==> src/backend_pkg.sv <==
// ~~~~~~~~~~~~~~~~~~~~~~~~~~~~~~~~~~~~~~~~~~~~~~~~~~
// backend package
// op encoding, word and register-file sizes shared
// by the issue, register and execution blocks
// ~~~~~~~~~~~~~~~~~~~~~~~~~~~~~~~~~~~~~~~~~~~~~~~~~~
package backend_pkg;

  localparam int DATA_WIDTH = 32;
  localparam int PRF_SIZE = 32;
  localparam int PRF_INDEX_WIDTH = $clog2(PRF_SIZE);
  localparam int TAG_WIDTH = 5;

  // micro-op operations with values fixed by the pattern file
  typedef enum logic [2:0] {
    li     = 3'd0,
    add    = 3'd1,
    sub    = 3'd2,
    and_op = 3'd3,
    or_op  = 3'd4,
    xor_op = 3'd5,
    mul    = 3'd6
  } op_t;

  // true for ops that go to the multiply pipe
  function automatic logic is_mul_op(input op_t op);
    return (op == mul);
  endfunction

endpackage

==> src/mul_pipe.sv <==
// ~~~~~~~~~~~~~~~~~~~~~~~~~~~~~~~~~~~~~~~~~~~~~~~~~~
// multiply pipe
// MUL_STAGES deep, low word of the product, one new
// op accepted every cycle
// ~~~~~~~~~~~~~~~~~~~~~~~~~~~~~~~~~~~~~~~~~~~~~~~~~~
`timescale 1ns/1ps

module mul_pipe #(
  parameter int MUL_STAGES = 3
) (
  input  logic                                    clock,
  input  logic                                    reset,
  input  logic                                    issue_valid,
  input  backend_pkg::op_t                        op,
  input  logic [backend_pkg::PRF_INDEX_WIDTH-1:0] rd,
  input  logic [backend_pkg::TAG_WIDTH-1:0]       tag,
  input  logic [backend_pkg::DATA_WIDTH-1:0]      src1,
  input  logic [backend_pkg::DATA_WIDTH-1:0]      src2,
  output logic                                    out_valid,
  output logic [backend_pkg::PRF_INDEX_WIDTH-1:0] out_rd,
  output logic [backend_pkg::TAG_WIDTH-1:0]       out_tag,
  output logic [backend_pkg::DATA_WIDTH-1:0]      out_data
);

  logic [MUL_STAGES-1:0]                                     valid_q;
  logic [MUL_STAGES-1:0][backend_pkg::PRF_INDEX_WIDTH-1:0]   rd_q;
  logic [MUL_STAGES-1:0][backend_pkg::TAG_WIDTH-1:0]         tag_q;
  logic [MUL_STAGES-1:0][backend_pkg::DATA_WIDTH-1:0]        prod_q;

  always_ff @(posedge clock) begin
    if (reset) begin
      valid_q <= '0;
    end else begin
      valid_q <= {valid_q[MUL_STAGES-2:0], issue_valid};
    end
  end

  // stage 0 takes the low word, later stages carry it
  always_ff @(posedge clock) begin
    rd_q[0]   <= rd;
    tag_q[0]  <= tag;
    prod_q[0] <= backend_pkg::DATA_WIDTH'(src1 * src2);
    for (int s = 1; s < MUL_STAGES; s++) begin
      rd_q[s]   <= rd_q[s-1];
      tag_q[s]  <= tag_q[s-1];
      prod_q[s] <= prod_q[s-1];
    end
  end

  assign out_valid = valid_q[MUL_STAGES-1];
  assign out_rd    = rd_q[MUL_STAGES-1];
  assign out_tag   = tag_q[MUL_STAGES-1];
  assign out_data  = prod_q[MUL_STAGES-1];

  // the queue routes only multiplies here
  mul_only: assert property (
    @(posedge clock) disable iff (reset)
    issue_valid |-> backend_pkg::is_mul_op(op)
  );

endmodule

==> config.mk <==
export PLATFORM = sky130hd
export DESIGN_NAME = mul_pipe
export DESIGN_NICKNAME = d
export VERILOG_FILES = /design/src/backend_pkg.sv /design/src/mul_pipe.sv
export SDC_FILE = /design/constraint.sdc
export NUM_CORES = 1
export LEC_CHECK = 0
export BUFFER_PORTS_ARGS = -buffer_cell sky130_fd_sc_hd__buf_2
export CAP_MARGIN = 20
export CORE_ASPECT_RATIO = 1.25
export CORE_MARGIN = 2
export CORE_UTILIZATION = 65
export CTS_BUF_LIST = sky130_fd_sc_hd__clkbuf_8
export CTS_CLUSTER_DIAMETER = 150
export CTS_CLUSTER_SIZE = 24
export DETAILED_ROUTE_END_ITERATION = 7
export HOLD_SLACK_MARGIN = 0.1
export PLACE_DENSITY_LB_ADDON = 0.1
export SYNTH_ARGS = -nofsm -noshare
export SYNTH_HDL_FRONTEND = slang
export SYNTH_SLANG_ARGS = --single-unit
==> constraint.sdc <==
create_clock -name clock -period 10.7 [get_ports clock]
set_input_delay 1.605 -clock clock [delete_from_list [all_inputs] [get_ports clock]]
set_output_delay 1.605 -clock clock [all_outputs]
set_load 0.01 [all_outputs]
# Word-level counts from Yosys, hierarchy flattened
# Index checks and enable logic that the tools add are counted.
dict set report op_classes {
  n_mul 1
}
# op n
set op_table {}
lappend op_table {{multiplier 32 x 32 -> 32 bit} 1}
dict set report word_totals {
  register_bits 129
  in_bits 80
  out_inout_bits 43
  wordCells 11
}

# Logic depth before layout (Yosys ltp)
dict set report logic_depth {
  word_depth 1
  ltp_mapped 26
  mapped_depth_nobuf 24
}

# Worst setup path before layout
# No wires, ideal clock.
dict set report synth_path {
  path_kind {input to register}
  startpoint {input src2[2] in the netlist's numbering}
  endpoint {register prod_q[28] in the netlist's numbering}
  setup_time_ns 0.133
  t_arrival_ns 7.756
  required_ns 10.567
  path_slack_ns 2.811
  stages 24
  n_path_buf 2
  cell_sequence {clkbuf_1 clkbuf_1 and2_1 fa_1 inv_1 fa_1 fa_1 fa_1 inv_1 fa_1 inv_1 fa_1 inv_1 fa_1 fa_1 ha_1 nand2_1 a31oi_1 o41ai_1 o211ai_1 a31oi_1 o21ai_1 mux2i_1 o2111ai_1}
}
dict set report synth_between {
  elab_chain_cells 1
}
# element line
set synth_rtl {}
lappend synth_rtl {{from (decl)} mul_pipe.sv:18} ;# input logic [backend_pkg::DATA_WIDTH-1:0] src2,
lappend synth_rtl {{multiplier 32 x 32 -> 32 bit} mul_pipe.sv:42} ;# prod_q[0] <= backend_pkg::DATA_WIDTH'(src1 * src2);
lappend synth_rtl {{to (signal, indexed assignment)} mul_pipe.sv:46} ;# prod_q[s] <= prod_q[s-1];
lappend synth_rtl {{to (decl)} mul_pipe.sv:28} ;# logic [MUL_STAGES-1:0][backend_pkg::DATA_WIDTH-1:0] prod_q;
# No other way between the ends.
# A chain may end at the register's enable or synchronous reset.

# Worst setup path after layout
dict set report layout_path {
  startpoint {input src2[5] in the netlist's numbering}
  endpoint {register prod_q[28] in the netlist's numbering}
}
# Same word-level chain as after synthesis.

==> impl_metrics.json <==
{
  "postSynthCellCount": 1892,
  "cts_buffers": 17,
  "grt_pass1_vias": 13900,
  "hold_violations": 0,
  "cts_tree": "built",
  "critPathLaunch": "src2[5]",
  "relSlewSlack_pct": 49.6,
  "r2r_start": "valid_q[1]",
  "synthSimpleGateAreaFrac_pct": 17.2,
  "cts_resized": 0,
  "cts_num_sinks": 129,
  "hold_slack_ns": 0.321,
  "first_pass_iters": 7,
  "rsz0062_at_grt": "false",
  "cp-endpoint": "prod_q[28]",
  "timing.rr.end": "valid_q[2]",
  "cts-root-buf": "clkbuf_8",
  "path_class": "in2reg",
  "fmax_mhz": 116,
  "fin_crit_ns": 8.60,
  "rrSetupSlack_ns": 10.19,
  "place_congestion": 0.882,
  "port-buffer-count": 119,
  "path_max_fanout": 27,
  "final_nets": 2520,
  "path_clk_slew_ns": 0.09,
  "required_ns": 11.06,
  "ys_seq_area_share_pct": 13.8,
  "crit_path_top_delay_cell": "o41ai_1",
  "synth-compound-area-share_pct": 2.49,
  "worst_path_most_repeated_cell": "fa_1",
  "postCtsSetupRepairBufs": 0,
  "placedCellCount": 2245,
  "final_common_cell": "fa_1",
  "synthToLayoutAreaGrowth_pct": 4.79,
  "cts_hold_buffers": 0,
  "dp_hpwl_microns": 33000,
  "critPathLaunchType": "primary input",
  "drt_iter0_drc": 547,
  "yosysWarnings": 0,
  "routed.top_layer": "met4",
  "final_util_pct": 69.1,
  "synthAdderAreaFrac_pct": 52.0,
  "cap_viol_max_count": 0,
  "vias": 12400,
  "cts_buffer_depth": 2,
  "clock_latency_ns": 0.47,
  "worstHoldPathType": "reg2reg",
  "status": "finished clean",
  "drt-met1-wl_microns": 15400,
  "synth.distinct_cells": 38,
  "synth_top_family_by_area": "adder cells",
  "regArea_sq_mm": 0.00258,
  "syn_area_sq_mm": 0.0187,
  "synth_xor_area_share_pct": 3.85,
  "min_period_over_period_pct": 80.4,
  "detail_route.vias_per_cell": 5.44,
  "grt_usage_pct": 30.2,
  "fin_skew_ns": 0.0101,
  "cp-end-kind": "flip-flop",
  "start_util_pct": 65.9,
  "drc_errors": 0,
  "finalSetupTns_ns": 0,
  "die_h_microns": 193,
  "wl_met2_microns": 21700,
  "antennaDiodeCount": 0,
  "setup_violations": 0,
  "final_cell_count_no_fill": 2277,
  "most-common-layout-cells": "fa_1, and2_1, inv_1",
  "slew_viol_final": 0,
  "drive_above_1_share_pct": 8.12,
  "min_path_cells": 0,
  "max_stage_delay_ns": 0.59,
  "cts-htree-levels": 4,
  "grt_max_degree": 33,
  "multiInputGateArea_sq_mm": 0.0141,
  "dr_wl_met3_microns": 1900,
  "fillers": 2298,
  "gr-total-overflow": 0,
  "grt_pass1_wl_microns": 69700,
  "crit_arrival_ns": 8.96,
  "dieArea_sq_mm": 0.0301,
  "antenna_found_initial": 1,
  "rows": 69,
  "antenna_left": 0,
  "drt-total-wl_microns": 41400,
  "wl_per_cell_microns": 18.2,
  "ios": 123,
  "reg2reg_depth": 1,
  "syn_nets": 2503,
  "avgSynthCellArea_sq_um": 9.86,
  "critical_path.cell_chain": "buf_2, and2_1, fa_1, fa_1, fa_1, inv_1, fa_1, inv_1, fa_1, inv_1, fa_1, inv_1, fa_1, fa_1, ha_1, nand2_1, a31oi_1, o41ai_1, o211ai_1, a31oi_1, o21ai_1, mux2i_1, o2111ai_1",
  "die_w_microns": 156,
  "core_area_sq_mm": 0.0283,
  "synthMuxAreaShare_pct": 0.0536,
  "synth-seq-cells": 129,
  "worst_pin_slew_ns": 0.757
}
per-stage QoR:
step / area [sq um] / worst slack, ns
floorplan: 18700 / 2.81
global placement: 19100 / 1.79
detailed placement: 19100 / 1.71
CTS: 19600 / 2.18
global route: 19600 / 1.71
finish: 19600 / 2.10
cell families after synthesis:
logic type               count (synthesis)
AND/OR/NAND/NOR                        595
adder cells (fa/ha/maj)                531
buffers and inverters                  483
flip-flops                             129
XOR/XNOR                                82
AO/OA/AOI/OAI                           71
multiplexers                             1
metal layers:
layer	vias up	track usage, %
met5	-	0
met3	123	2.96
li1	5492	-
met1	6368	35.6
met2	406	54.4
met4	0	15.8
worst max-delay path, delay by kind of cell:
kind	cells	cell delay, ns
simple gates	2	0.40
fa+ha+maj	9	4.20
buf+inv	5	0.68
compound gates	6	1.83
mux	1	0.19
layout make-up:
class	count	share of cell area, %
Inverter	361	6.93
Sequential cell	129	13.2
Multi-Input combinational cell	1280	72.1
Clock inverter	15	1.17
Timing Repair Buffer	120	3.08
Tap cell	355	2.27
Clock buffer	17	1.20
sequential cells by signal, summed over array words and instances, names as in the netlist:
name / cells
rd_q: 10
prod_q: 64
out_tag: 5
tag_q: 10
out_rd: 5
out_data: 32
valid_q: 3
how the worst min path moves through the flow:
stage,from,endpoint,slack [ns]
floorplan,prod_q[32],out_data[0],0.31
finish,tag_q[4],tag_q[9],0.32
global route,tag_q[2],tag_q[7],0.33
detailed placement,prod_q[61],out_data[29],0.31
global placement,rd_q[0],rd_q[5],0.31
CTS,prod_q[6],prod_q[38],0.32
cell usage after synthesis, drive strengths merged:
cell type  instances  area share, %
fa               408             44
and2             368             12
inv              361            7.3
nand2            181            3.6
dfxtp            129             14
ha               123            8.2
clkbuf            80            1.6
xnor2             62            2.9
buf               42            1.7
nor2              24           0.48
a21oi             21           0.66
xor2              20           0.94
o21ai             14           0.38
o21a               7           0.28
a31oi              6           0.20
nor3               6           0.16
a21o               5           0.20
nor2b              5           0.17
a211oi             4           0.16
nand2b             4           0.13
a211o              3           0.14
nand3              3          0.080
o211ai             3           0.12
a21boi             2          0.080
or4                2           0.10
and4               1          0.047
mux2i              1          0.054
o2111ai            1          0.047
o21bai             1          0.040
o311ai             1          0.047
o31a               1          0.047
o31ai              1          0.040
o41ai              1          0.047
or2                1          0.034
Power is left out: the tool's default activity adds up to more than one toggle a clock period on the data nets, which glitch-free logic cannot reach.
