===== src/backend_pkg.sv =====
// ~~~~~~~~~~~~~~~~~~~~~~~~~~~~~~~~~~~~~~~~~~~~~~~~~~
// backend package
// op encoding, word and register-file sizes shared
// by the issue, register and execution blocks
// ~~~~~~~~~~~~~~~~~~~~~~~~~~~~~~~~~~~~~~~~~~~~~~~~~~
package backend_pkg;

  localparam int DATA_WIDTH = 32;
  localparam int PRF_SIZE = 32;
  localparam int PRF_INDEX_WIDTH = $clog2(PRF_SIZE);
  localparam int TAG_WIDTH = 5;

  // micro-op operations with values fixed by the pattern file
  typedef enum logic [2:0] {
    li     = 3'd0,
    add    = 3'd1,
    sub    = 3'd2,
    and_op = 3'd3,
    or_op  = 3'd4,
    xor_op = 3'd5,
    mul    = 3'd6
  } op_t;

  // true for ops that go to the multiply pipe
  function automatic logic is_mul_op(input op_t op);
    return (op == mul);
  endfunction

endpackage


===== src/prf.sv =====
// ~~~~~~~~~~~~~~~~~~~~~~~~~~~~~~~~~~~~~~~~~~~~~~~~~~
// physical register file
// four asynchronous reads, two synchronous writes
// ~~~~~~~~~~~~~~~~~~~~~~~~~~~~~~~~~~~~~~~~~~~~~~~~~~
`timescale 1ns/1ps

module prf (
  input  logic                                         clock,
  input  logic                                         reset,
  input  logic [backend_pkg::PRF_INDEX_WIDTH-1:0]      rd_index_a1,
  input  logic [backend_pkg::PRF_INDEX_WIDTH-1:0]      rd_index_a2,
  input  logic [backend_pkg::PRF_INDEX_WIDTH-1:0]      rd_index_m1,
  input  logic [backend_pkg::PRF_INDEX_WIDTH-1:0]      rd_index_m2,
  output logic [backend_pkg::DATA_WIDTH-1:0]           rd_data_a1,
  output logic [backend_pkg::DATA_WIDTH-1:0]           rd_data_a2,
  output logic [backend_pkg::DATA_WIDTH-1:0]           rd_data_m1,
  output logic [backend_pkg::DATA_WIDTH-1:0]           rd_data_m2,
  input  logic [1:0]                                   wr_en,
  input  logic [1:0][backend_pkg::PRF_INDEX_WIDTH-1:0] wr_index,
  input  logic [1:0][backend_pkg::DATA_WIDTH-1:0]      wr_data
);

  logic [backend_pkg::PRF_SIZE-1:0][backend_pkg::DATA_WIDTH-1:0] regs;

  // all registers read zero after reset
  always_ff @(posedge clock) begin
    if (reset) begin
      regs <= '0;
    end else begin
      for (int w = 0; w < 2; w++) begin
        if (wr_en[w]) begin
          regs[wr_index[w]] <= wr_data[w];
        end
      end
    end
  end

  assign rd_data_a1 = regs[rd_index_a1];
  assign rd_data_a2 = regs[rd_index_a2];
  assign rd_data_m1 = regs[rd_index_m1];
  assign rd_data_m2 = regs[rd_index_m2];

  // alu and multiply writebacks come from distinct renamed destinations
  write_ports_distinct: assert property (
    @(posedge clock) disable iff (reset)
    (wr_en == 2'b11) |-> (wr_index[0] != wr_index[1])
  );

endmodule


===== config.mk =====
export PLATFORM = sky130hd
export DESIGN_NAME = prf
export DESIGN_NICKNAME = d
export VERILOG_FILES = /design/src/backend_pkg.sv /design/src/prf.sv
export SDC_FILE = /design/constraint.sdc
export NUM_CORES = 2
export LEC_CHECK = 0
export ABC_AREA = 0
export BUFFER_PORTS_ARGS = -buffer_cell sky130_fd_sc_hd__buf_2
export CORE_ASPECT_RATIO = 1.25
export CORE_MARGIN = 1
export CORE_UTILIZATION = 33
export CTS_CLUSTER_DIAMETER = 50
export DETAILED_ROUTE_END_ITERATION = 6
export GPL_TIMING_DRIVEN = 0
export SLEW_MARGIN = 20
export SYNTH_ARGS = -nofsm -noshare
export SYNTH_HDL_FRONTEND = slang
export SYNTH_SLANG_ARGS = --single-unit

===== constraint.sdc =====
create_clock -name clock -period 2.8 [get_ports clock]
set_input_delay 0.56 -clock clock [delete_from_list [all_inputs] [get_ports clock]]
set_output_delay 0.56 -clock clock [all_outputs]
set_load 0.005 [all_outputs]

==> Word level (Yosys, flattened, before mapping) <==
Cells that the tools add are included.
{ "op_classes": {"muxes": 17, "order_cmp": 8, "reduce_logical": 2} }
{ "op_table": {"columns": ["operator", "count"], "rows": [
  ["1024-bit two-way mux", 3],
  ["1024-bit bitwise mux", 2],
  ["32-bit binary-select mux with 5-bit select", 4],
  ["32-bit demux with 5-bit select", 2],
  ["32-bit two-way mux", 6],
  ["5-bit by 6-bit < comparator with 1-bit output (second input constant)", 6],
  ["5-bit by 1-bit greater-or-equal comparator with 1-bit output (second input constant)", 2],
  ["1-bit logical AND", 2]
]} }
{ "totals": {"word_cells": 59, "reg_bits": 1024} }

==> Depth between registers and ports, before layout <==
{ "depth": {"ltp_word": 9, "depth_mapped": 8, "ltp_nobuf": 5} }

==> Least setup slack after synthesis <==
OpenSTA, ideal clock, no wires.
{ "synth_path": {"path_kind": "input-to-output", "start": "input rd_index_m1[1] (netlist name)", "end": "output rd_data_m1[25] (netlist name)", "arrival_time_ps": 1930, "slack_ps": 310, "cell_stages": 8, "required_time_ps": 2240, "path_cell_list": "buf_2 -> buf_2 -> buf_2 -> buf_2 -> mux2i_1 -> a22oi_1 -> a31oi_1 -> nand3_1"} }
{ "synth_between": {"elab_chain_cells": 2} }
{ "synth_lines": {"columns": ["element", "line_no", "source"], "rows": [
  ["start, declared", "prf.sv:12", "input logic [backend_pkg::PRF_INDEX_WIDTH-1:0] rd_index_m1,"],
  ["32-bit binary-select mux with 5-bit select", "prf.sv:40", "assign rd_data_m1 = regs[rd_index_m1];"],
  ["32-bit two-way mux (implied by the code)", "prf.sv:40", null],
  ["end, declared", "prf.sv:16", "output logic [backend_pkg::DATA_WIDTH-1:0] rd_data_m1,"]
]} }
Every way passes these cells. The select of a mux whose other input is x is not followed.

==> Final worst setup path <==
{ "layout_path": {"start": "input rd_index_m2[1] (netlist name)", "end": "output rd_data_m2[2] (netlist name)"} }
{ "layout_between": {"elab_chain_cells": 2} }
{ "layout_lines": {"columns": ["element", "line_no", "source"], "rows": [
  ["start, declared", "prf.sv:13", "input logic [backend_pkg::PRF_INDEX_WIDTH-1:0] rd_index_m2,"],
  ["32-bit binary-select mux with 5-bit select", "prf.sv:41", "assign rd_data_m2 = regs[rd_index_m2];"],
  ["32-bit two-way mux (implied by the code)", "prf.sv:41", null],
  ["end, declared", "prf.sv:17", "output logic [backend_pkg::DATA_WIDTH-1:0] rd_data_m2,"]
]} }
Every way passes these cells. The select of a mux whose other input is x is not followed.

==> key figures <==
Critical path
  • Reg2Reg Setup Slack: 1.71 ns
  • Reg2Reg Depth: 2
  • CP max-delay cell: mux2i_1
  • Worst EP arrival: 2.55 ns
  • CP Launch Type: input pin
  • CP Max Fanout: 10
  • Family with the most delay on the worst path: buffers and inverters
  • Worst R2R End: regs[382]
  • Max incr delay on CP: 0.42 ns
  • Critical path depth: 8
  • CP required: 2.24 ns
  • CP Buf/Inv Count: 4
  • Crit. End Element: output port
  • Most used cell, CP: buf_16
  • Crit Path Class: input pin to output port
  • Cell chain of the critical path: buf_16 -> buf_16 -> buf_12 -> mux2i_1 -> a22oi_1 -> a31oi_4 -> nand3_4 -> buf_6
  • Reg2Reg Launch Point: regs[382]

Floorplanning
  • IO Pins: 226
  • Row Count: 202
  • Chip width: 443 um
  • Die height: 554 um
  • Initial Utilization: 33.2%
  • Die area: 245,000 um^2
  • Core Region: 242,000 um^2

Clock tree
  • H-Tree Depth: 4
  • Clock transition at the registers of the reported paths: 0.06 ns
  • Maximum root-to-sink buffer count: 4
  • CTS Hold Bufs: 0
  • Clock Tree Root: clkbuf_16
  • Worst-skew pair later-pin latency: 0.89 ns
  • Clk sinks: 1,024
  • CTS tree: built
  • CTS buffer count: 147

Job
  • Max-cap viol count: 0

Global routing
  • GRT met2 Usage: 65.2%
  • GRT busiest layer: met2
  • Met3 GRT Util: 15.8%
  • Global route overflow: 0
  • Vias in the first global route: 88,700
  • Met1 Resource Use GR: 49.3%
  • First-pass GRT wire length: 753 mm
  • Largest net degree at the start of global routing: 14
  • Overall routing resource usage: 44.2%
  • Initial antenna violation count: 43

Finish
  • Layout cells sized above 1: 20.2%
  • Syn-to-layout area delta: 29.2%
  • Max FFs per register: 1,024
  • Layout net count: 10,500
  • Largest regs: regs x1024
  • Largest reg by FF count: regs
  • Final Instance Area: 104,000 um^2
  • Fill cells: 24,200

Timing
  • Final WS setup: -0.312 ns
  • Clock skew: 0 ns
  • Tcrit/Tclk final: 111%
  • Final Hold Viols: 0
  • # setup viols final: 136
  • Slew headroom: 7.12%
  • Slew Viols, Final: 0
  • Min Tclk post-route: 3.11 ns
  • RSZ-0062 raised after global routing: true
  • Tightest Pin Transition: 1.39 ns
  • FMAX: 321 MHz

Detailed routing
  • DRT Pass-1 Iters: 7
  • Antenna viol nets, final: 0
  • DR WL/cell: 41.5 um
  • Residual DRC: 19
  • Via count: 93,800
  • Routed vias/inst: 6.83
  • Final wirelength: 570 mm
  • Initial DRC Count: 15,200

Min path
  • Hold Path End: regs[576]
  • Hold Crit Depth: 3
  • Min-Delay Path Class: input pin to flip-flop
  • Hold Startpoint: wr_data[32]

Run status
  • Status: finished with violations
  • Failing checks: design-rule violations, negative setup slack

Synthesis
  • Syn_area_per_cell: 8.11 um^2
  • Post-synth EDFFs: 0
  • Most frequent cells after synthesis: 2,688 x mux2i_1, 1,034 x nor2_1, 1,024 x dfxtp_1
  • Mapped Nets: 9,999
  • Top cells by area, synth: mux2i_1 33%, dfxtp_1 26%, a211oi_1 6.0%, nor2_1 4.8%, nand3_1 4.8%
  • Cells after synthesis: 9,901
  • Netlist Area Pre-Place: 80,300 um^2
  • Synth area leader: mux2i_1
  • Post-synthesis sequential area ratio: 25.5%
  • Flops & latches, synth: 1,024
  • Post-synth top area share: 33.5%
  • Top FF cell, synth: dfxtp_1
  • YS warnings: 0
  • Most frequent cell after synthesis: mux2i_1
  • Async S/R FF share, synth: 0%
  • Netlist cell types: 29

Pwr
  • Static Leak: 0.0407 uW
  • Pwr dens: 451 nW/um^2
  • Total chip power: 46,800 uW
  • Worst vdd rail ir drop: 0.390 mV

Place
  • GP Congestion: 1.11
  • Port Buf Inserts: 218
  • Placement-stage cell area: 86,100 um^2
  • Detailed placer's ending HPWL: 434 mm
==> logic make-up after synthesis <==
| family | Yosys count | share of synthesized area [%] |
|---|---|---|
| simple gates | 2814 | 14.8 |
| mux | 2688 | 33.5 |
| buf+inv | 1199 | 6.26 |
| compound gates | 2176 | 19.9 |
| flops | 1024 | 25.5 |
==> worst min-delay path: stages <==
cell and delay (ns):
buf_2 0.13, nor2_1 0.11, a311oi_1 0.05
==> layout make-up <==
cell class	count	area (um^2)	area share (%)
clock buffers	186	4090	3.94
multi-input cells	7678	60400	58.2
clock inverters	61	687	0.662
well taps	3162	3960	3.81
diodes	32	80.1	0.0772
plain buffers	1190	9370	9.03
repair buffers	390	4170	4.02
flip-flops and latches	1024	21000	20.2
==> layout by cell type, fill, tap and decap left out, types with 127 or more instances in the layout <==
cell / n
a211oi_1: 640
mux2i_1: 2650
dfxtp_1: 784
nand3_2: 127
a311oi_1: 384
buf_4: 203
a22oi_1: 305
nor3_4: 129
a22o_1: 234
clkbuf_1: 568
a21oi_1: 378
clkbuf_16: 187
buf_2: 226
nand2_1: 810
nand3_1: 587
buf_6: 160
dfxtp_2: 160
nor2_1: 1029
==> how the worst max path moves through the flow <==
stage,start,to
after floorplan,rd_index_m1[1],rd_data_m1[25]
after global placement,rd_index_m1[0],rd_data_m1[31]
after detailed placement,rd_index_m2[1],rd_data_m2[31]
after CTS,regs[63],rd_data_m2[31]
after global routing,rd_index_m2[1],rd_data_m2[2]
final,rd_index_m2[1],rd_data_m2[2]
==> where the power goes <==
part,total [uW],internal [uW],switching [uW]
Sequential,15300,14800,466
Clock,19700,11200,8420
Combinational,11900,3880,8020
Total,46800,29900,16900
==> per-layer routing <==
layer / vias to the layer above / wire length, um / share of wire (%)
met5: - / 618 / 0.11
met2: 7974 / 233000 / 41
li1: 38000 / - / -
met3: 2818 / 72900 / 13
met4: 26 / 70400 / 12
met1: 45000 / 194000 / 34
==> timing repair <==
item	CTS	global route
buffers inserted	73	51
pin swaps	236	287
resized for setup	2193	503
setup endpoints to repair	201	196
gates cloned	17	9
==> metrics by stage <==
stage | hold slack [ns] | TNS, ns | std cells | util, % | setup slack (ns)
floorplan | 0.494 | 0 | 9901 | - | 0.310
global placement | 0.516 | -905.71 | 13300 | 35.3 | -2.74
detailed placement | 0.522 | -723.32 | 13300 | 35.6 | -2.13
CTS | 0.0259 | -2.50 | 13600 | 41.8 | -0.144
global route | 0.0665 | -6.76 | 13700 | 42.8 | -0.268
finish | 0.0118 | -12.87 | 13700 | 42.9 | -0.312
No activity file was read; power rests on OpenSTA's default activity.
