## src/backend_pkg.sv

```systemverilog
// ~~~~~~~~~~~~~~~~~~~~~~~~~~~~~~~~~~~~~~~~~~~~~~~~~~
// backend package
// op encoding, word and register-file sizes shared
// by the issue, register and execution blocks
// ~~~~~~~~~~~~~~~~~~~~~~~~~~~~~~~~~~~~~~~~~~~~~~~~~~
package backend_pkg;

  localparam int DATA_WIDTH = 32;
  localparam int PRF_SIZE = 32;
  localparam int PRF_INDEX_WIDTH = $clog2(PRF_SIZE);
  localparam int TAG_WIDTH = 5;

  // micro-op operations with values fixed by the pattern file
  typedef enum logic [2:0] {
    li     = 3'd0,
    add    = 3'd1,
    sub    = 3'd2,
    and_op = 3'd3,
    or_op  = 3'd4,
    xor_op = 3'd5,
    mul    = 3'd6
  } op_t;

  // true for ops that go to the multiply pipe
  function automatic logic is_mul_op(input op_t op);
    return (op == mul);
  endfunction

endpackage

```

## src/alu_pipe.sv

```systemverilog
// ~~~~~~~~~~~~~~~~~~~~~~~~~~~~~~~~~~~~~~~~~~~~~~~~~~
// alu pipe
// single-cycle li, add, sub, and, or and xor
// ~~~~~~~~~~~~~~~~~~~~~~~~~~~~~~~~~~~~~~~~~~~~~~~~~~
`timescale 1ns/1ps

module alu_pipe (
  input  logic                                    clock,
  input  logic                                    reset,
  input  logic                                    issue_valid,
  input  backend_pkg::op_t                        op,
  input  logic [backend_pkg::PRF_INDEX_WIDTH-1:0] rd,
  input  logic [backend_pkg::DATA_WIDTH-1:0]      imm,
  input  logic [backend_pkg::TAG_WIDTH-1:0]       tag,
  input  logic [backend_pkg::DATA_WIDTH-1:0]      src1,
  input  logic [backend_pkg::DATA_WIDTH-1:0]      src2,
  output logic                                    out_valid,
  output logic [backend_pkg::PRF_INDEX_WIDTH-1:0] out_rd,
  output logic [backend_pkg::TAG_WIDTH-1:0]       out_tag,
  output logic [backend_pkg::DATA_WIDTH-1:0]      out_data
);

  logic [backend_pkg::DATA_WIDTH-1:0] result;

  always_comb begin
    case (op)
      backend_pkg::li:     result = imm;
      backend_pkg::add:    result = src1 + src2;
      backend_pkg::sub:    result = src1 - src2;
      backend_pkg::and_op: result = src1 & src2;
      backend_pkg::or_op:  result = src1 | src2;
      backend_pkg::xor_op: result = src1 ^ src2;
      default:             result = '0;
    endcase
  end

  always_ff @(posedge clock) begin
    if (reset) begin
      out_valid <= 1'b0;
    end else begin
      out_valid <= issue_valid;
    end
  end

  // payload registers beside the valid
  always_ff @(posedge clock) begin
    out_rd   <= rd;
    out_tag  <= tag;
    out_data <= result;
  end

endmodule

```

## config.mk

```make
export PLATFORM = sky130hd
export DESIGN_NAME = alu_pipe
export DESIGN_NICKNAME = d
export VERILOG_FILES = /design/src/backend_pkg.sv /design/src/alu_pipe.sv
export SDC_FILE = /design/constraint.sdc
export NUM_CORES = 1
export LEC_CHECK = 0
export BUFFER_PORTS_ARGS = -buffer_cell sky130_fd_sc_hd__buf_2
export CORE_ASPECT_RATIO = 0.7
export CORE_UTILIZATION = 45
export CTS_CLUSTER_SIZE = 28
export DETAILED_ROUTE_END_ITERATION = 6
export GPL_ROUTABILITY_DRIVEN = 0
export GPL_TIMING_DRIVEN = 0
export PLACE_DENSITY = 0.71
export SLEW_MARGIN = 20
export SYNTH_ARGS = -nofsm -noshare
export SYNTH_HDL_FRONTEND = slang
export SYNTH_SLANG_ARGS = --single-unit
```

## constraint.sdc

```tcl
create_clock -name clock -period 6.67 [get_ports clock]
set_input_delay 1.334 -clock clock [delete_from_list [all_inputs] [get_ports clock]]
set_output_delay 1.334 -clock clock [all_outputs]
set_load 0.05 [all_outputs]
```

# Word level (Yosys, flattened, before mapping)
# Cells that the tools add are included.
# totals
reg_bits	43
out_inout_bits	43
input_bits	112
wordCells	16
# classes
bitwise_logic	3
n_eq_ne	5
mux	1
n_reduce_logical	1
add_sub_neg	2
# ops
operator	count
$pmux W32 S6	1
$add A32 B32 Y32	1
$and A32 B32 Y32	1
$or A32 B32 Y32	1
$sub A32 B32 Y32	1
$xor A32 B32 Y32	1
$eq A3 B2 Y1 const B	2
$eq A3 B3 Y1 const B	2
$eq A3 B1 Y1 const B	1
$logic_not A3 Y1	1

# Logic depth before layout (Yosys ltp)
# logic_depth
depth_word	2
depth_mapped	17
depth_no_buf	16

# Worst setup path after synthesis
# No wires, ideal clock.
# synth_timing
path_kind	input to register
from	input src2[4] (netlist bit)
to	register out_data[29] (netlist bit)
required_time_ns	6.608
stages	14
arrival_time_ns	4.684
setup_time_ns	0.062
path_slack_ns	1.924
n_path_buf	0
path_cell_list	nor4_2 -> nand2_1 -> or4_4 -> or4_4 -> o21ai_0 -> xnor2_1 -> ha_1 -> nand2_1 -> or3_1 -> o211ai_2 -> nor3b_2 -> nor2_1 -> or4_1 -> nand3_1
# synth_via
elab_chain_cells	2
word_cells_on_any_way	3
cone_classes	add/sub: 2; mux: 1
# synth_rtl
element	line	source
from (decl)	alu_pipe.sv:16	input logic [backend_pkg::DATA_WIDTH-1:0] src2,
$sub A32 B32 Y32 or $add A32 B32 Y32 (tied branches)	alu_pipe.sv:29, alu_pipe.sv:28	
$pmux W32 S6 *	alu_pipe.sv:26	case (op)
via result (one bit)	alu_pipe.sv:23	logic [backend_pkg::DATA_WIDTH-1:0] result;
to (signal assigned)	alu_pipe.sv:49	out_data <= result;
to (decl)	alu_pipe.sv:20	output logic [backend_pkg::DATA_WIDTH-1:0] out_data
# The timed path passes the listed nets; every way through them passes the cells marked *.
# A chain may end at the register's enable or synchronous reset.

# Worst setup path after layout
# layout_timing
from	input op[0]
to	register out_data[29] (netlist bit)
# layout_via
elab_chain_cells	2
word_cells_on_any_way	7
cone_classes	eq/ne: 5; mux: 1; reduce/logical: 1
# layout_rtl
element	line	source
from (decl)	alu_pipe.sv:11	input backend_pkg::op_t op,
$eq A3 B3 Y1 (tied with other cells)	alu_pipe.sv:26	
$pmux W32 S6 *	alu_pipe.sv:26	
via result (one bit)	alu_pipe.sv:23	
# Marked as above.

==> summary.md <==
| Metric | Value |
|---|---|
| Netlist area before placement | `0.00515 mm2` |
| Clk pin slew, worst setup/hold paths | `70 ps` |
| Post-CTS setup repair buffer count | `0` |
| Global-route usage over all layers | `0.289` |
| Fmax | `180 MHz` |
| Multi-input logic area | `0.00391 mm2` |
| Post-Place Cells | `roughly 980` |
| Count of flip-flops with a built-in enable after synthesis | `0` |
| Fraction of the cycle the final worst path needs | `0.834` |
| Worst Setup End Kind | `flip-flop` |
| Cell chosen for the clock root | `sky130_fd_sc_hd__clkbuf_16` |
| Mean instance size in the synthesized netlist | `7.70 um2` |
| Area share of the largest cell type after synthesis | `0.233` |
| Area contributors post-synth | `sky130_fd_sc_hd__ha_1 (23%), sky130_fd_sc_hd__dfxtp_1 (17%), sky130_fd_sc_hd__xnor2_1 (7.1%)` |
| Max Cap Violations | `0` |
| Shortest clock period the worst path allows after layout | `between 5000 and 6000 ps` |
| Proportion of total power due to net switching | `0.454` |
| Number of buffers on the longest clock path | `2` |
| Post-route total power | `about 1.2 mW` |
| Total negative slack for setup checks | `0 ps` |
| Relative slew slack | `0.290` |
| PostCTS Resize Cnt | `0` |
| Clock sink total | `43` |
| Pin count of the biggest net entering global routing | `14` |
| Antenna fix cells | `0` |
| Power dissipated by switching net loads | `0.526 mW` |
| Starting Density | `0.464` |
| Total of buffers placed on input and output ports | `153` |
| Top library cells by usage in the layout, fill and taps aside | `sky130_fd_sc_hd__buf_2 (154), sky130_fd_sc_hd__ha_1 (96), sky130_fd_sc_hd__inv_1 (73), sky130_fd_sc_hd__a21oi_1 (66), sky130_fd_sc_hd__nor2_1 (57)` |
| DRC Markers | `0` |
| Share of the synthesized netlist area taken by xor and xnor gates | `0.0953` |
| Total of warnings raised by yosys | `0` |
| Number of buffers created by CTS | `5` |
| Number of distinct standard cells referenced by the synthesized netlist | `55` |
| Post-DP HPWL | `approximately 14,000 um` |
| Total die area | `0.0119 mm2` |
| Die extent in x | `130 um` |
| Sequential fraction of design power | `0.261` |
| Internal Pwr Total | `0.631 mW` |
| Sequential area share after synthesis | `0.167` |
| Main combinational cell family by area after synthesis | `compound AO/OA/AOI/OAI gates` |
| IO Pins | `about 160` |
| Routed vias/inst | `5.73` |
| H-tree Lvls | `2` |
| Layout Utilization | `0.563` |
| Layout cell share with drive strength beyond 1 | `0.208` |
| Kind of critical path | `in2reg` |
| Arrival time reported for the critical path endpoint | `roughly 5800 ps` |
| Non-filler instance count after layout | `roughly 980` |
| Number of hold buffers added after CTS | `0` |
| Leading register cell type out of synthesis | `sky130_fd_sc_hd__dfxtp_1` |
| Combined flip-flop and latch cell area | `861 um2` |
| Commonest non-fill, non-tap cell in the layout | `sky130_fd_sc_hd__buf_2` |
| Status | `completed` |
| Number of pins with negative max-slew slack in the final report | `0` |
| Total of flip-flops plus latches after synthesis | `43` |
| Final hold slack | `~1100 ps` |
| Asr flop ratio synth | `0` |
| Number of global-route vias before repair | `5,325` |
| Number of standard cells after synthesis | `669` |
| Count of nets after finishing | `1,038` |
| Worst-case vdd ir drop | `~160 uV` |
| Synthesized netlist net count | `between 800 and 900` |
| Layout area overhead | `21.3%` |
| Static Leakage | `a little over 3 nW` |
| Kind of start point of the critical path | `input pin` |
| Setup repair after global routing missed its margin | `false` |
| Adder-cell share of the synthesized area | `0.237` |
| Hold crit path type | `in2reg` |
| Comb pwr share | `0.521` |
| Wire length of the first global-routing pass | `approximately 27,000 um` |
| Cell row count | `32` |
| Clock tree from TritonCTS | `yes` |
| Setup violators final | `0` |
| Die Span Y | `between 90 and 100 um` |
| Final hold viol count | `0` |
| Worst slew pin tran | `between 1000 and 1500 ps` |
| Total power per unit cell area | `185 mW/mm2` |
| Maximum fanout along the worst path | `10` |
| First DRT Iteration DRCs | `442` |
| Clock share of power | `0.218` |
| Drt pass-1 iters | `5` |
| Worst EP required | `between 6000 and 7000 ps` |
| Compound-Gate Fraction of Synth Area | `0.273` |
| Cell type with the largest total area after synthesis | `sky130_fd_sc_hd__ha_1` |
| Antenna violations before repair | `0` |
| Fraction of the mapped netlist area in simple logic gates | `0.149` |
| Placeable core region | `roughly 0.011 mm2` |
| Total wire length after detailed routing | `17,400 um` |
| Post-DR wirelength/cell | `17.7 um` |
| Vias | `5,630` |
| Remaining antenna violation count | `0` |
| Share of cell area taken by muxes after synthesis | `0.00389` |
| Overflow left after global routing | `0` |
| Filler cell count | `1,078` |
[layout make-up]
type / count / area share
Clock buffer: 6 / 0.0206
Tap cell: 153 / 0.0306
Multi-Input combinational cell: 525 / 0.625
Inverter: 73 / 0.0439
Clock inverter: 2 / 0.00200
Timing Repair Buffer: 153 / 0.123
Buffer: 28 / 0.0170
Sequential cell: 43 / 0.138
[registers in the layout, summed over array words and instances (netlist names)]
signal	cells
out_data	32
out_rd	5
out_valid	1
out_tag	5
[critical path, cell delays in order]
cell and delay (ps):
sky130_fd_sc_hd__clkbuf_1 310, sky130_fd_sc_hd__inv_1 140, sky130_fd_sc_hd__nand2b_1 90, sky130_fd_sc_hd__clkbuf_1 440, sky130_fd_sc_hd__clkbuf_1 590, sky130_fd_sc_hd__o41ai_1 230, sky130_fd_sc_hd__xnor2_1 170, sky130_fd_sc_hd__ha_1 400
sky130_fd_sc_hd__nand3_1 160, sky130_fd_sc_hd__or3_1 410, sky130_fd_sc_hd__o211ai_2 250, sky130_fd_sc_hd__nor3b_2 460, sky130_fd_sc_hd__nor2_1 230, sky130_fd_sc_hd__or4_1 460, sky130_fd_sc_hd__nand3_1 110
[through the flow]
step	setup slack [ps]	instance area, um2
6_report	1110	6250
5_1_grt	972	6250
4_1_cts	1300	6250
3_5_place_dp	1030	6110
3_3_place_gp	1100	6110
2_1_floorplan	1920	5150
[final timing paths]
kind	from	endpoint	cells past startpoint	slack [ps]
max	op[0]	out_data[29]$_DFF_P_	15	1110
min	rd[2]	out_rd[2]$_DFF_P_	1	1150
[kinds of logic (layout without fill, tap and decap cells)]
logic type | after synthesis | in the layout
flip-flops | 43 | 43
adder cells (fa/ha/maj) | 97 | 97
multiplexers | 2 | 2
AO/OA/AOI/OAI | 215 | 215
AND/OR/NAND/NOR | 155 | 155
XOR/XNOR | 56 | 56
buffers and inverters | 101 | 262
[power groups by stage]
stage	registers (mW)	logic, mW	clock network [mW]
global placement	0.307	0.578	0
detailed placement	0.308	0.589	0
floorplan	0.441	0.288	0
global route	0.305	0.651	0.266
finish	0.302	0.603	0.252
CTS	0.303	0.593	0.256
[layer usage]
| layer | wire, um | track usage | up-vias |
|---|---|---|---|
| met2 | 7080 | 0.444 | 324 |
| li1 | - | - | 2706 |
| met4 | 378 | 0.0824 | 0 |
| met5 | 0 | 0.0226 | - |
| met3 | 1960 | 0.0589 | 39 |
| met1 | 7970 | 0.402 | 2561 |
[synth_stat cells (all sizes together), types with 3 or more instances]
master / count
a22oi: 29
nand4: 11
nand3: 7
o2111ai: 3
a221oi: 3
o211ai: 29
nor2: 57
xor2: 14
a31o: 3
ha: 96
o31ai: 6
a21o: 9
or4: 7
nor2b: 6
nand2: 34
o21ai: 35
buf: 4
nand2b: 12
a31oi: 10
a21oi: 66
dfxtp: 43
xnor2: 42
a21boi: 3
o21bai: 3
nor4: 6
inv: 73
nor3: 6
clkbuf: 24
Power figures use the tool's default switching activity.
