$ cat src/backend_pkg.sv
// ~~~~~~~~~~~~~~~~~~~~~~~~~~~~~~~~~~~~~~~~~~~~~~~~~~
// backend package
// op encoding, word and register-file sizes shared
// by the issue, register and execution blocks
// ~~~~~~~~~~~~~~~~~~~~~~~~~~~~~~~~~~~~~~~~~~~~~~~~~~
package backend_pkg;

  localparam int DATA_WIDTH = 32;
  localparam int PRF_SIZE = 32;
  localparam int PRF_INDEX_WIDTH = $clog2(PRF_SIZE);
  localparam int TAG_WIDTH = 5;

  // micro-op operations with values fixed by the pattern file
  typedef enum logic [2:0] {
    li     = 3'd0,
    add    = 3'd1,
    sub    = 3'd2,
    and_op = 3'd3,
    or_op  = 3'd4,
    xor_op = 3'd5,
    mul    = 3'd6
  } op_t;

  // true for ops that go to the multiply pipe
  function automatic logic is_mul_op(input op_t op);
    return (op == mul);
  endfunction

endpackage

$ cat src/scoreboard.sv
// ~~~~~~~~~~~~~~~~~~~~~~~~~~~~~~~~~~~~~~~~~~~~~~~~~~
// scoreboard
// one busy bit per physical register, set at
// dispatch and cleared by either writeback port
// ~~~~~~~~~~~~~~~~~~~~~~~~~~~~~~~~~~~~~~~~~~~~~~~~~~
`timescale 1ns/1ps

module scoreboard (
  input  logic                                          clock,
  input  logic                                          reset,
  input  logic                                          set_valid,
  input  logic [backend_pkg::PRF_INDEX_WIDTH-1:0]       set_index,
  input  logic [1:0]                                    clear_valid,
  input  logic [1:0][backend_pkg::PRF_INDEX_WIDTH-1:0]  clear_index,
  output logic [backend_pkg::PRF_SIZE-1:0]              busy_vector
);

  always_ff @(posedge clock) begin
    if (reset) begin
      busy_vector <= '0;
    end else begin
      // renamed destinations never collide, so clear and set are independent
      for (int i = 0; i < 2; i++) begin
        if (clear_valid[i]) begin
          busy_vector[clear_index[i]] <= 1'b0;
        end
      end
      if (set_valid) begin
        busy_vector[set_index] <= 1'b1;
      end
    end
  end

  // a new producer must own an idle register
  set_idle_reg: assert property (
    @(posedge clock) disable iff (reset)
    set_valid |-> !busy_vector[set_index]
  );

  // writeback only retires a register that a dispatch marked busy
  clear_alu_busy: assert property (
    @(posedge clock) disable iff (reset)
    clear_valid[0] |-> busy_vector[clear_index[0]]
  );

  clear_mul_busy: assert property (
    @(posedge clock) disable iff (reset)
    clear_valid[1] |-> busy_vector[clear_index[1]]
  );

endmodule

$ cat config.mk
export PLATFORM = sky130hd
export DESIGN_NAME = scoreboard
export DESIGN_NICKNAME = d
export VERILOG_FILES = /design/src/backend_pkg.sv /design/src/scoreboard.sv
export SDC_FILE = /design/constraint.sdc
export NUM_CORES = 1
export LEC_CHECK = 0
export ABC_AREA = 1
export BUFFER_PORTS_ARGS = -buffer_cell sky130_fd_sc_hd__buf_2
export CAP_MARGIN = 20
export CORE_MARGIN = 5
export CORE_UTILIZATION = 45
export CTS_CLUSTER_DIAMETER = 80
export CTS_CLUSTER_SIZE = 25
export DETAILED_ROUTE_END_ITERATION = 8
export GPL_TIMING_DRIVEN = 0
export PLACE_DENSITY = 0.72
export SLEW_MARGIN = 15
export SYNTH_ARGS = -nofsm -noshare
export SYNTH_HDL_FRONTEND = slang
export SYNTH_SLANG_ARGS = --single-unit
$ cat constraint.sdc
create_clock -name clock -period 1 [get_ports clock]
set_input_delay 0.05 -clock clock [delete_from_list [all_inputs] [get_ports clock]]
set_output_delay 0.05 -clock clock [all_outputs]
set_load 0.02 [all_outputs]
## Yosys cells after proc, flatten, opt, wreduce, memory -nomap -nowiden

Index checks and enable logic that the tools add are counted.

| word-level totals | value |
|---|---|
| bits in registers | 32 |

| cells by class | value |
|---|---|
| reduce and logical (&&, ||, !) cells | 3 |
| bitwise operators | 5 |
| magnitude comparators | 6 |
| multiplexer cells | 11 |

Operators by type and width:

| kind | count |
|---|---|
| $mux 32 | 5 |
| $and 32x32->32 | 2 |
| $not 32->32 | 2 |
| $or 32x32->32 | 1 |
| $lt 5x6->1 const B | 3 |
| $demux 1 s5 | 3 |
| $ge 5x1->1 const B | 3 |
| $logic_and 1x1->1 | 3 |
| $mux 1 | 3 |

## Longest topological paths before layout

Gate-level depths: netlist of run 1.

| depth | value |
|---|---|
| depth in word-level cells | 13 |
| gate-level depth with buffers | 6 |
| depth with buffers taken out | 6 |

## Least setup slack after synthesis of run 1

OpenSTA, ideal clock, no wires.

| path | value |
|---|---|
| path kind | input to register |
| start point | in clear_index[6] in the netlist's numbering |
| end point | reg busy_vector[0] in the netlist's numbering |
| path slack | 0.238 ns |
| buffers on the path | 0 |
| library setup time | 0.132 ns |
| stages | 6 |
| data arrival time | 0.630 ns |
| required time | 0.868 ns |
| path through | inv_1 -> nand2_1 -> nor2_1 -> nand2_1 -> nand3_1 -> a21oi_1 |

| on the way | value |
|---|---|
| word-level cells in the longest chain between the ends | 10 |

Ends and longest elaborated chain:

| element | line | text |
|---|---|---|
| start: declaration | scoreboard.sv:14 | `input logic [1:0][backend_pkg::PRF_INDEX_WIDTH-1:0] clear_index,` |
| $lt 5x6->1 (not written as such) or $ge 5x1->1 (tied branches) | scoreboard.sv:25 | `busy_vector[clear_index[i]] <= 1'b0;` |
| $logic_and 1x1->1 (not written as such) | scoreboard.sv:25 |  |
| $mux 1 (not written as such) | scoreboard.sv:25 |  |
| $demux 1 s5 (*) | scoreboard.sv:25 |  |
| $not 32->32 (no line) (*) | - |  |
| $and 32x32->32 (no line) (*) | - |  |
| $mux 32 (*) | scoreboard.sv:24 | `if (clear_valid[i]) begin` |
| $mux 32 (*) | scoreboard.sv:19 | `if (reset) begin` |
| $or 32x32->32 (no line) | - |  |
| $mux 32 (*) | scoreboard.sv:28 | `if (set_valid) begin` |
| end signal: assignment | scoreboard.sv:20 | `busy_vector <= '0;` |
| end signal: indexed assignment | scoreboard.sv:25 |  |
| end signal: indexed assignment | scoreboard.sv:29 | `busy_vector[set_index] <= 1'b1;` |
| end: declaration | scoreboard.sv:15 | `output logic [backend_pkg::PRF_SIZE-1:0] busy_vector` |

Every way passes the cells marked *; elsewhere a longest branch is shown, timed or not. The select of a mux whose other input is x is not followed.
A chain may end at the register's enable or synchronous reset.

## Worst setup path in the final report of run 1

| path | value |
|---|---|
| start point | in clear_index[5] in the netlist's numbering |
| end point | reg busy_vector[31] in the netlist's numbering |

The elaborated chain is that of the path after synthesis.

==> results of run 1 <==
==> cells in the final DEF (no fill, tap or decap), drive strengths merged <==
master,n
clkbuf,9
nor3,14
buf,51
nor2,22
nand2,107
clkinv,1
inv,16
dfxtp,32
dlygate4sd3,1
nand3,32
a21oi,32
==> worst max-delay path, delay by kind of cell <==
kind                   cells  cell delay, ns
AOI/OAI and AO/OA          1            0.06
and+or+nand+nor            3            0.79
buffers and inverters      2            0.16
==> logic make-up after synthesis <==
| kind of cell | Yosys count | synth area share (%) |
|---|---|---|
| simple gates | 175 | 47.0 |
| compound gates | 32 | 9.73 |
| flops | 32 | 38.9 |
| buf+inv | 19 | 4.33 |
==> worst paths after layout <==
check                                      from         endpoint  slack (ns)  cells after the start
worst max-delay path             clear_index[5]  busy_vector[31]        0.08                      6
worst max register to register  busy_vector[17]  busy_vector[17]        0.38                      2
worst min-delay path               set_index[4]  busy_vector[12]        0.13                      4
worst min register to register  busy_vector[27]  busy_vector[27]        0.48                      2
==> what timing repair did <==
item	CTS	global route
setup endpoints to repair	0	7
buffers inserted	0	0
gates resized for setup	0	4
hold buffers	1	0
hold endpoints to repair	2	0
==> stage by stage <==
step	std cells	worst slack (ns)	instance area [um2]	utilization [%]
3_5_place_dp	357	-0.205	1960	54.4
3_3_place_gp	357	-0.199	1960	54.4
6_report	365	0.0754	2060	57.2
2_1_floorplan	258	0.238	1650	-
5_1_grt	365	0.00970	2060	57.2
4_1_cts	365	0.0958	2050	56.8
==> report_power, final <==
| part | total, W | switching [W] | leakage [nW] | internal [W] |
|---|---|---|---|---|
| Sequential | 0.00130 | 0.00000792 | 0.258 | 0.00129 |
| Clock | 0.000925 | 0.000453 | 0.0410 | 0.000472 |
| Combinational | 0.000353 | 0.000257 | 0.522 | 0.0000958 |
==> area by class of cell <==
type,count,area (um2),area share (%)
Buffer,3,11.3,0.546
Clock buffer,6,72.6,3.52
Clock inverter,1,5.00,0.243
Inverter,16,60.1,2.91
Multi-Input combinational cell,207,947,45.9
Sequential cell,32,641,31.1
Tap cell,48,60.1,2.91
Timing Repair Buffer,52,265,12.9
==> layer usage <==
layer	share of wire (%)	vias to the layer above	wire length (um)	track usage, %
met4	1.9	0	98	7.87
li1	-	956	-	-
met2	45	99	2320	31.7
met1	42	877	2160	28.9
met3	11	12	590	5.18
met5	0	-	0	0
==> results.cfg, run 1 <==
[synthesis]
synth-edff-count = 0
yosysSeqAreaShare_pct = 38.9
synth_cells = 258
avgSynthCellArea_um2 = 6.38
synth_flop_cell = dfxtp_1
synth-async-reset-ratio_pct = 0
post-synth-top-count-cell = nand2_1
synth_area_leaders = dfxtp_1 (39%), nand2_1 (24%), a21oi_1 (9.7%)
synth_cell_types = 11
synth.top_cells.by_count = nand2_1 (107), a21oi_1 (32), dfxtp_1 (32), nand3_1 (32), nor2_1 (22)
yosys.area.top_type = dfxtp_1
syn-num-nets = 278
synthesis.area_mm2 = 0.00165
synth_top_area_share_pct = 38.9
ys_ff_latch = 32
yosys_warnings = 0

[global_route]
grt.overflow.total = 0
grt_pass1_vias = 1710
grt_pass1_wl_um = 8240
antenna_found_initial = 0
track_usage_pct = 21.1
grt_start_max_net_pins = 11

[finish]
areaGrowthSynthToFinish_pct = 25.3
largest_reg_flops = 32
fillers = 373
largest_registers = busy_vector (32)
final_layout_size_suffix_gt1_share_pct = 22.1
largest-register = busy_vector
final_nets = 337
antennaDiodeCount = 0

[detailed_routing]
vias_per_cell = 5.33
dr.first_iter.drc_count = 209
num_vias = 1944
drcViolationCount = 0
route.antenna.remaining_nets = 0
routed_wl_um = 5170
routedWlPerCell_um = 14.2
first_pass_iters = 4

[sta]
post-route-period-util_pct = 92.5
hold_viol_final = 0
fmax_mhz = 1080
tns_ns = 0
relSlewSlack_pct = 51.7
skew_ns = 0
worst_slew_pin_slew_ns = 0.722
rsz0062_at_grt = false
period_minus_slack_ns = 0.925
drv_slew = 0
whs_ns = 0.133
setup_viol = 0

[setup_path]
arrival_ns = 1.07
crit_chain = buf_2, inv_1, nor2_1, nand2_1, nand3_1, a21oi_1
start_kind = primary input
path_max_fanout = 8
required_ns = 1.15
worstSetupPathType = primary input to register
cp-end-kind = register
max_stage_delay_ns = 0.55
slowest_stage = nor2_1

[die]
core_mm2 = 0.00361
io_pins = 52
die_width_um = 70.5
dieHeight_um = 70.5
rows = 22
start_util_pct = 45.6
die-area_mm2 = 0.00497

[clocking]
cts_sinks = 32
cts-buffers-inserted = 5
insertion_delay_ns = 0.28
cts_tree = yes
cts-root-buf = clkbuf_8
htreeDepth = 2
clockBufferDepth = 2
cts.clk_slew.worst_paths_ns = 0.07

[power]
power_density_mw_per_mm2 = 1250
ir_worst_vdd_mv = 0.880
p_total_w = 0.00258
cellLeakagePower_nw = 0.821

[place]
dp_hpwl_um = 3680
portBuffers = 51
gp_routability_congestion = 0.858

[worst_hold_path]
hold_path.class = primary input to register

[run]
cap_viol_max_count = 0

[run_status]
status = complete, no violations
Note: power is estimated with default switching activity, not from simulation.
==> run 2: changes to the inputs <==
--- a/config.mk
+++ b/config.mk
@@ -8,6 +8,7 @@
 export ABC_AREA = 1
 export BUFFER_PORTS_ARGS = -buffer_cell sky130_fd_sc_hd__buf_2
 export CAP_MARGIN = 20
+export CORE_ASPECT_RATIO = 1.25
 export CORE_MARGIN = 5
 export CORE_UTILIZATION = 45
 export CTS_CLUSTER_DIAMETER = 80
==> run 2 against run 1 <==
  * Worst setup slack improved by 0.026 ns
  * Total power rose by 3.8%
  * Final cell count down 2.2%
  * Highest routed layer unchanged
==> results.cfg, run 2 (synthesis results as in run 1) <==
[run_status]
status = complete, no violations

[setup_path]
worstSetupPathType = primary input to register
critical-path-top-delay-family = simple AND/OR/NAND/NOR gates
required_ns = 1.15
crit_chain = buf_2, nand2_1, nor2_1, nand2_1, nand3_1, a21oi_1
r2r_slack_ns = 0.36
arrival_ns = 1.05
crit_top_cell = nand2_1
r2r-end = busy_vector[27]
cp-end-kind = register
worst-path-stages = 6
r2r_cells = 2
path_buf_inv = 1
max_stage_delay_ns = 0.55
slowest_stage = nor2_1
path_max_fanout = 8
start_kind = primary input
r2r-start = busy_vector[27]

[global_route]
track_usage_pct = 21.6
grt_pass1_wl_um = 8530
grt.overflow.total = 0
grt_pass1_vias = 1777
grt_start_max_net_pins = 11
antenna_found_initial = 0

[detailed_routing]
first_pass_iters = 5
dr.first_iter.drc_count = 118
routedWlPerCell_um = 14.6
drcViolationCount = 0
route.antenna.remaining_nets = 0
num_vias = 1909
routed_wl_um = 5200
vias_per_cell = 5.35

[sta]
layout_setup_ws_ns = 0.101
worst_slew_pin_slew_ns = 0.723
skew_ns = 0
hold_viol_final = 0
drv_slew = 0
period_minus_slack_ns = 0.899
post-route-period-util_pct = 89.9
setup_viol = 0
fmax_mhz = 1110
rsz0062_at_grt = false
relSlewSlack_pct = 51.6
tns_ns = 0

[place]
pre_cts_ws_ns = -0.212
dp_hpwl_um = 3740
gp_routability_congestion = 0.889
dp.cells = 348
portBuffers = 51

[die]
start_util_pct = 46.8
dieHeight_um = 77.6
io_pins = 52
rows = 24
die_width_um = 64.1
die-area_mm2 = 0.00497
core_mm2 = 0.00351

[clocking]
htreeDepth = 2
cts-root-buf = clkbuf_8
post_cts.repair.setup_buffers = 0
clockBufferDepth = 2
cts-buffers-inserted = 5
cts.clk_slew.worst_paths_ns = 0.07
cts_tree = yes
insertion_delay_ns = 0.28
cts_sinks = 32

[power]
seqPwrFrac_pct = 48.6
switching_power_w = 0.000726
cellLeakagePower_nw = 0.822
internal-power_w = 0.00195
power_density_mw_per_mm2 = 1300
clkPwrFrac_pct = 38.4
ir_worst_vdd_mv = 1.02
combPwrFrac_pct = 13.1
swShare_pct = 27.2

[worst_hold_path]
whs_path_depth = 4
hold_path.class = primary input to register
holdPathEnd = busy_vector[20]
min_from = set_index[3]

[finish]
final_cell_count_no_fill = 357
largest_registers = busy_vector (32)
final_nets = 337
layout_common_cells = nand2_1 (107), buf_2 (51), nand3_1 (32), a21oi_1 (32), dfxtp_1 (32)
largest_reg_flops = 32
final_common_cell = nand2_1
fillers = 367
largest-register = busy_vector
final_layout_size_suffix_gt1_share_pct = 23.0
areaGrowthSynthToFinish_pct = 25.5
antennaDiodeCount = 0

[run]
cap_viol_max_count = 0
==> run 2: changes by cell type in the layout (fill, tap and decap cells not counted) <==
cell / before / now
nor2_1: 19 / 16
nor2_2: 3 / 6
clkbuf_1: 4 / 5
clkbuf_8: 5 / 6
clkinv_2: 1 / 0
nor3_2: 4 / 5
nor3_4: 4 / 3
==> run 2: how the worst max path moves through the flow <==
stage,end,slack (ns),start
after global routing,busy_vector[21],0.03,clear_valid[0]
after detailed placement,busy_vector[1],-0.21,clear_index[6]
after global placement,busy_vector[1],-0.21,clear_index[6]
final,busy_vector[29],0.10,clear_valid[0]
after CTS,busy_vector[1],0.08,clear_index[6]
after floorplan,busy_vector[0],0.24,clear_index[6]
==> run 2: layout make-up <==
cell class / instances / area [um2] / share of cell area, %
Buffer: 3 / 11.3 / 0.545
Multi-Input combinational cell: 207 / 948 / 45.9
Clock buffer: 8 / 90.1 / 4.36
Timing Repair Buffer: 52 / 265 / 12.8
Sequential cell: 32 / 641 / 31.0
Inverter: 16 / 60.1 / 2.91
Tap cell: 39 / 48.8 / 2.36
==> run 2: timing repair <==
| item | in CTS | in global routing |
|---|---|---|
| hold buffers | 1 | 0 |
| endpoints found under the hold margin | 2 | 0 |
| endpoints found under the setup margin | 0 | 12 |
| resized for setup | 0 | 6 |
==> run 2: worst register-to-register path, delay by kind of cell, from the launching register on <==
family / cells / cell delay (ns)
and+or+nand+nor: 1 / 0.08
DFF: 1 / 0.34
AOI/OAI and AO/OA: 1 / 0.14
==> run 2: per-layer routing <==
| layer | vias up | track usage (%) | part of all wire (%) |
|---|---|---|---|
| li1 | 956 | - | - |
| met2 | 94 | 34.7 | 49 |
| met4 | 0 | 8.32 | 2.1 |
| met5 | - | 0 | 0 |
| met1 | 848 | 27.2 | 40 |
| met3 | 11 | 5.78 | 9.8 |
==> run 2: through the flow <==
stage | hold slack (ns) | instance area (um2) | total power, W | utilization [%]
after CTS | 0.126 | 2050 | 0.00267 | 58.3
after global placement | 0.279 | 1950 | 0.00166 | 55.5
after floorplan | 0.119 | 1650 | 0.00152 | -
after global routing | 0.159 | 2060 | 0.00280 | 58.8
after detailed placement | 0.288 | 1950 | 0.00166 | 55.5
final | 0.137 | 2060 | 0.00267 | 58.8
==> run 2: power by group through the flow <==
stage / Sequential (W) / Clock (W) / Combinational, W
3_5_place_dp: 0.00133 / 0 / 0.000334
2_1_floorplan: 0.00135 / 0 / 0.000172
3_3_place_gp: 0.00133 / 0 / 0.000331
6_report: 0.00130 / 0.00103 / 0.000349
4_1_cts: 0.00130 / 0.00103 / 0.000338
5_1_grt: 0.00130 / 0.00112 / 0.000385
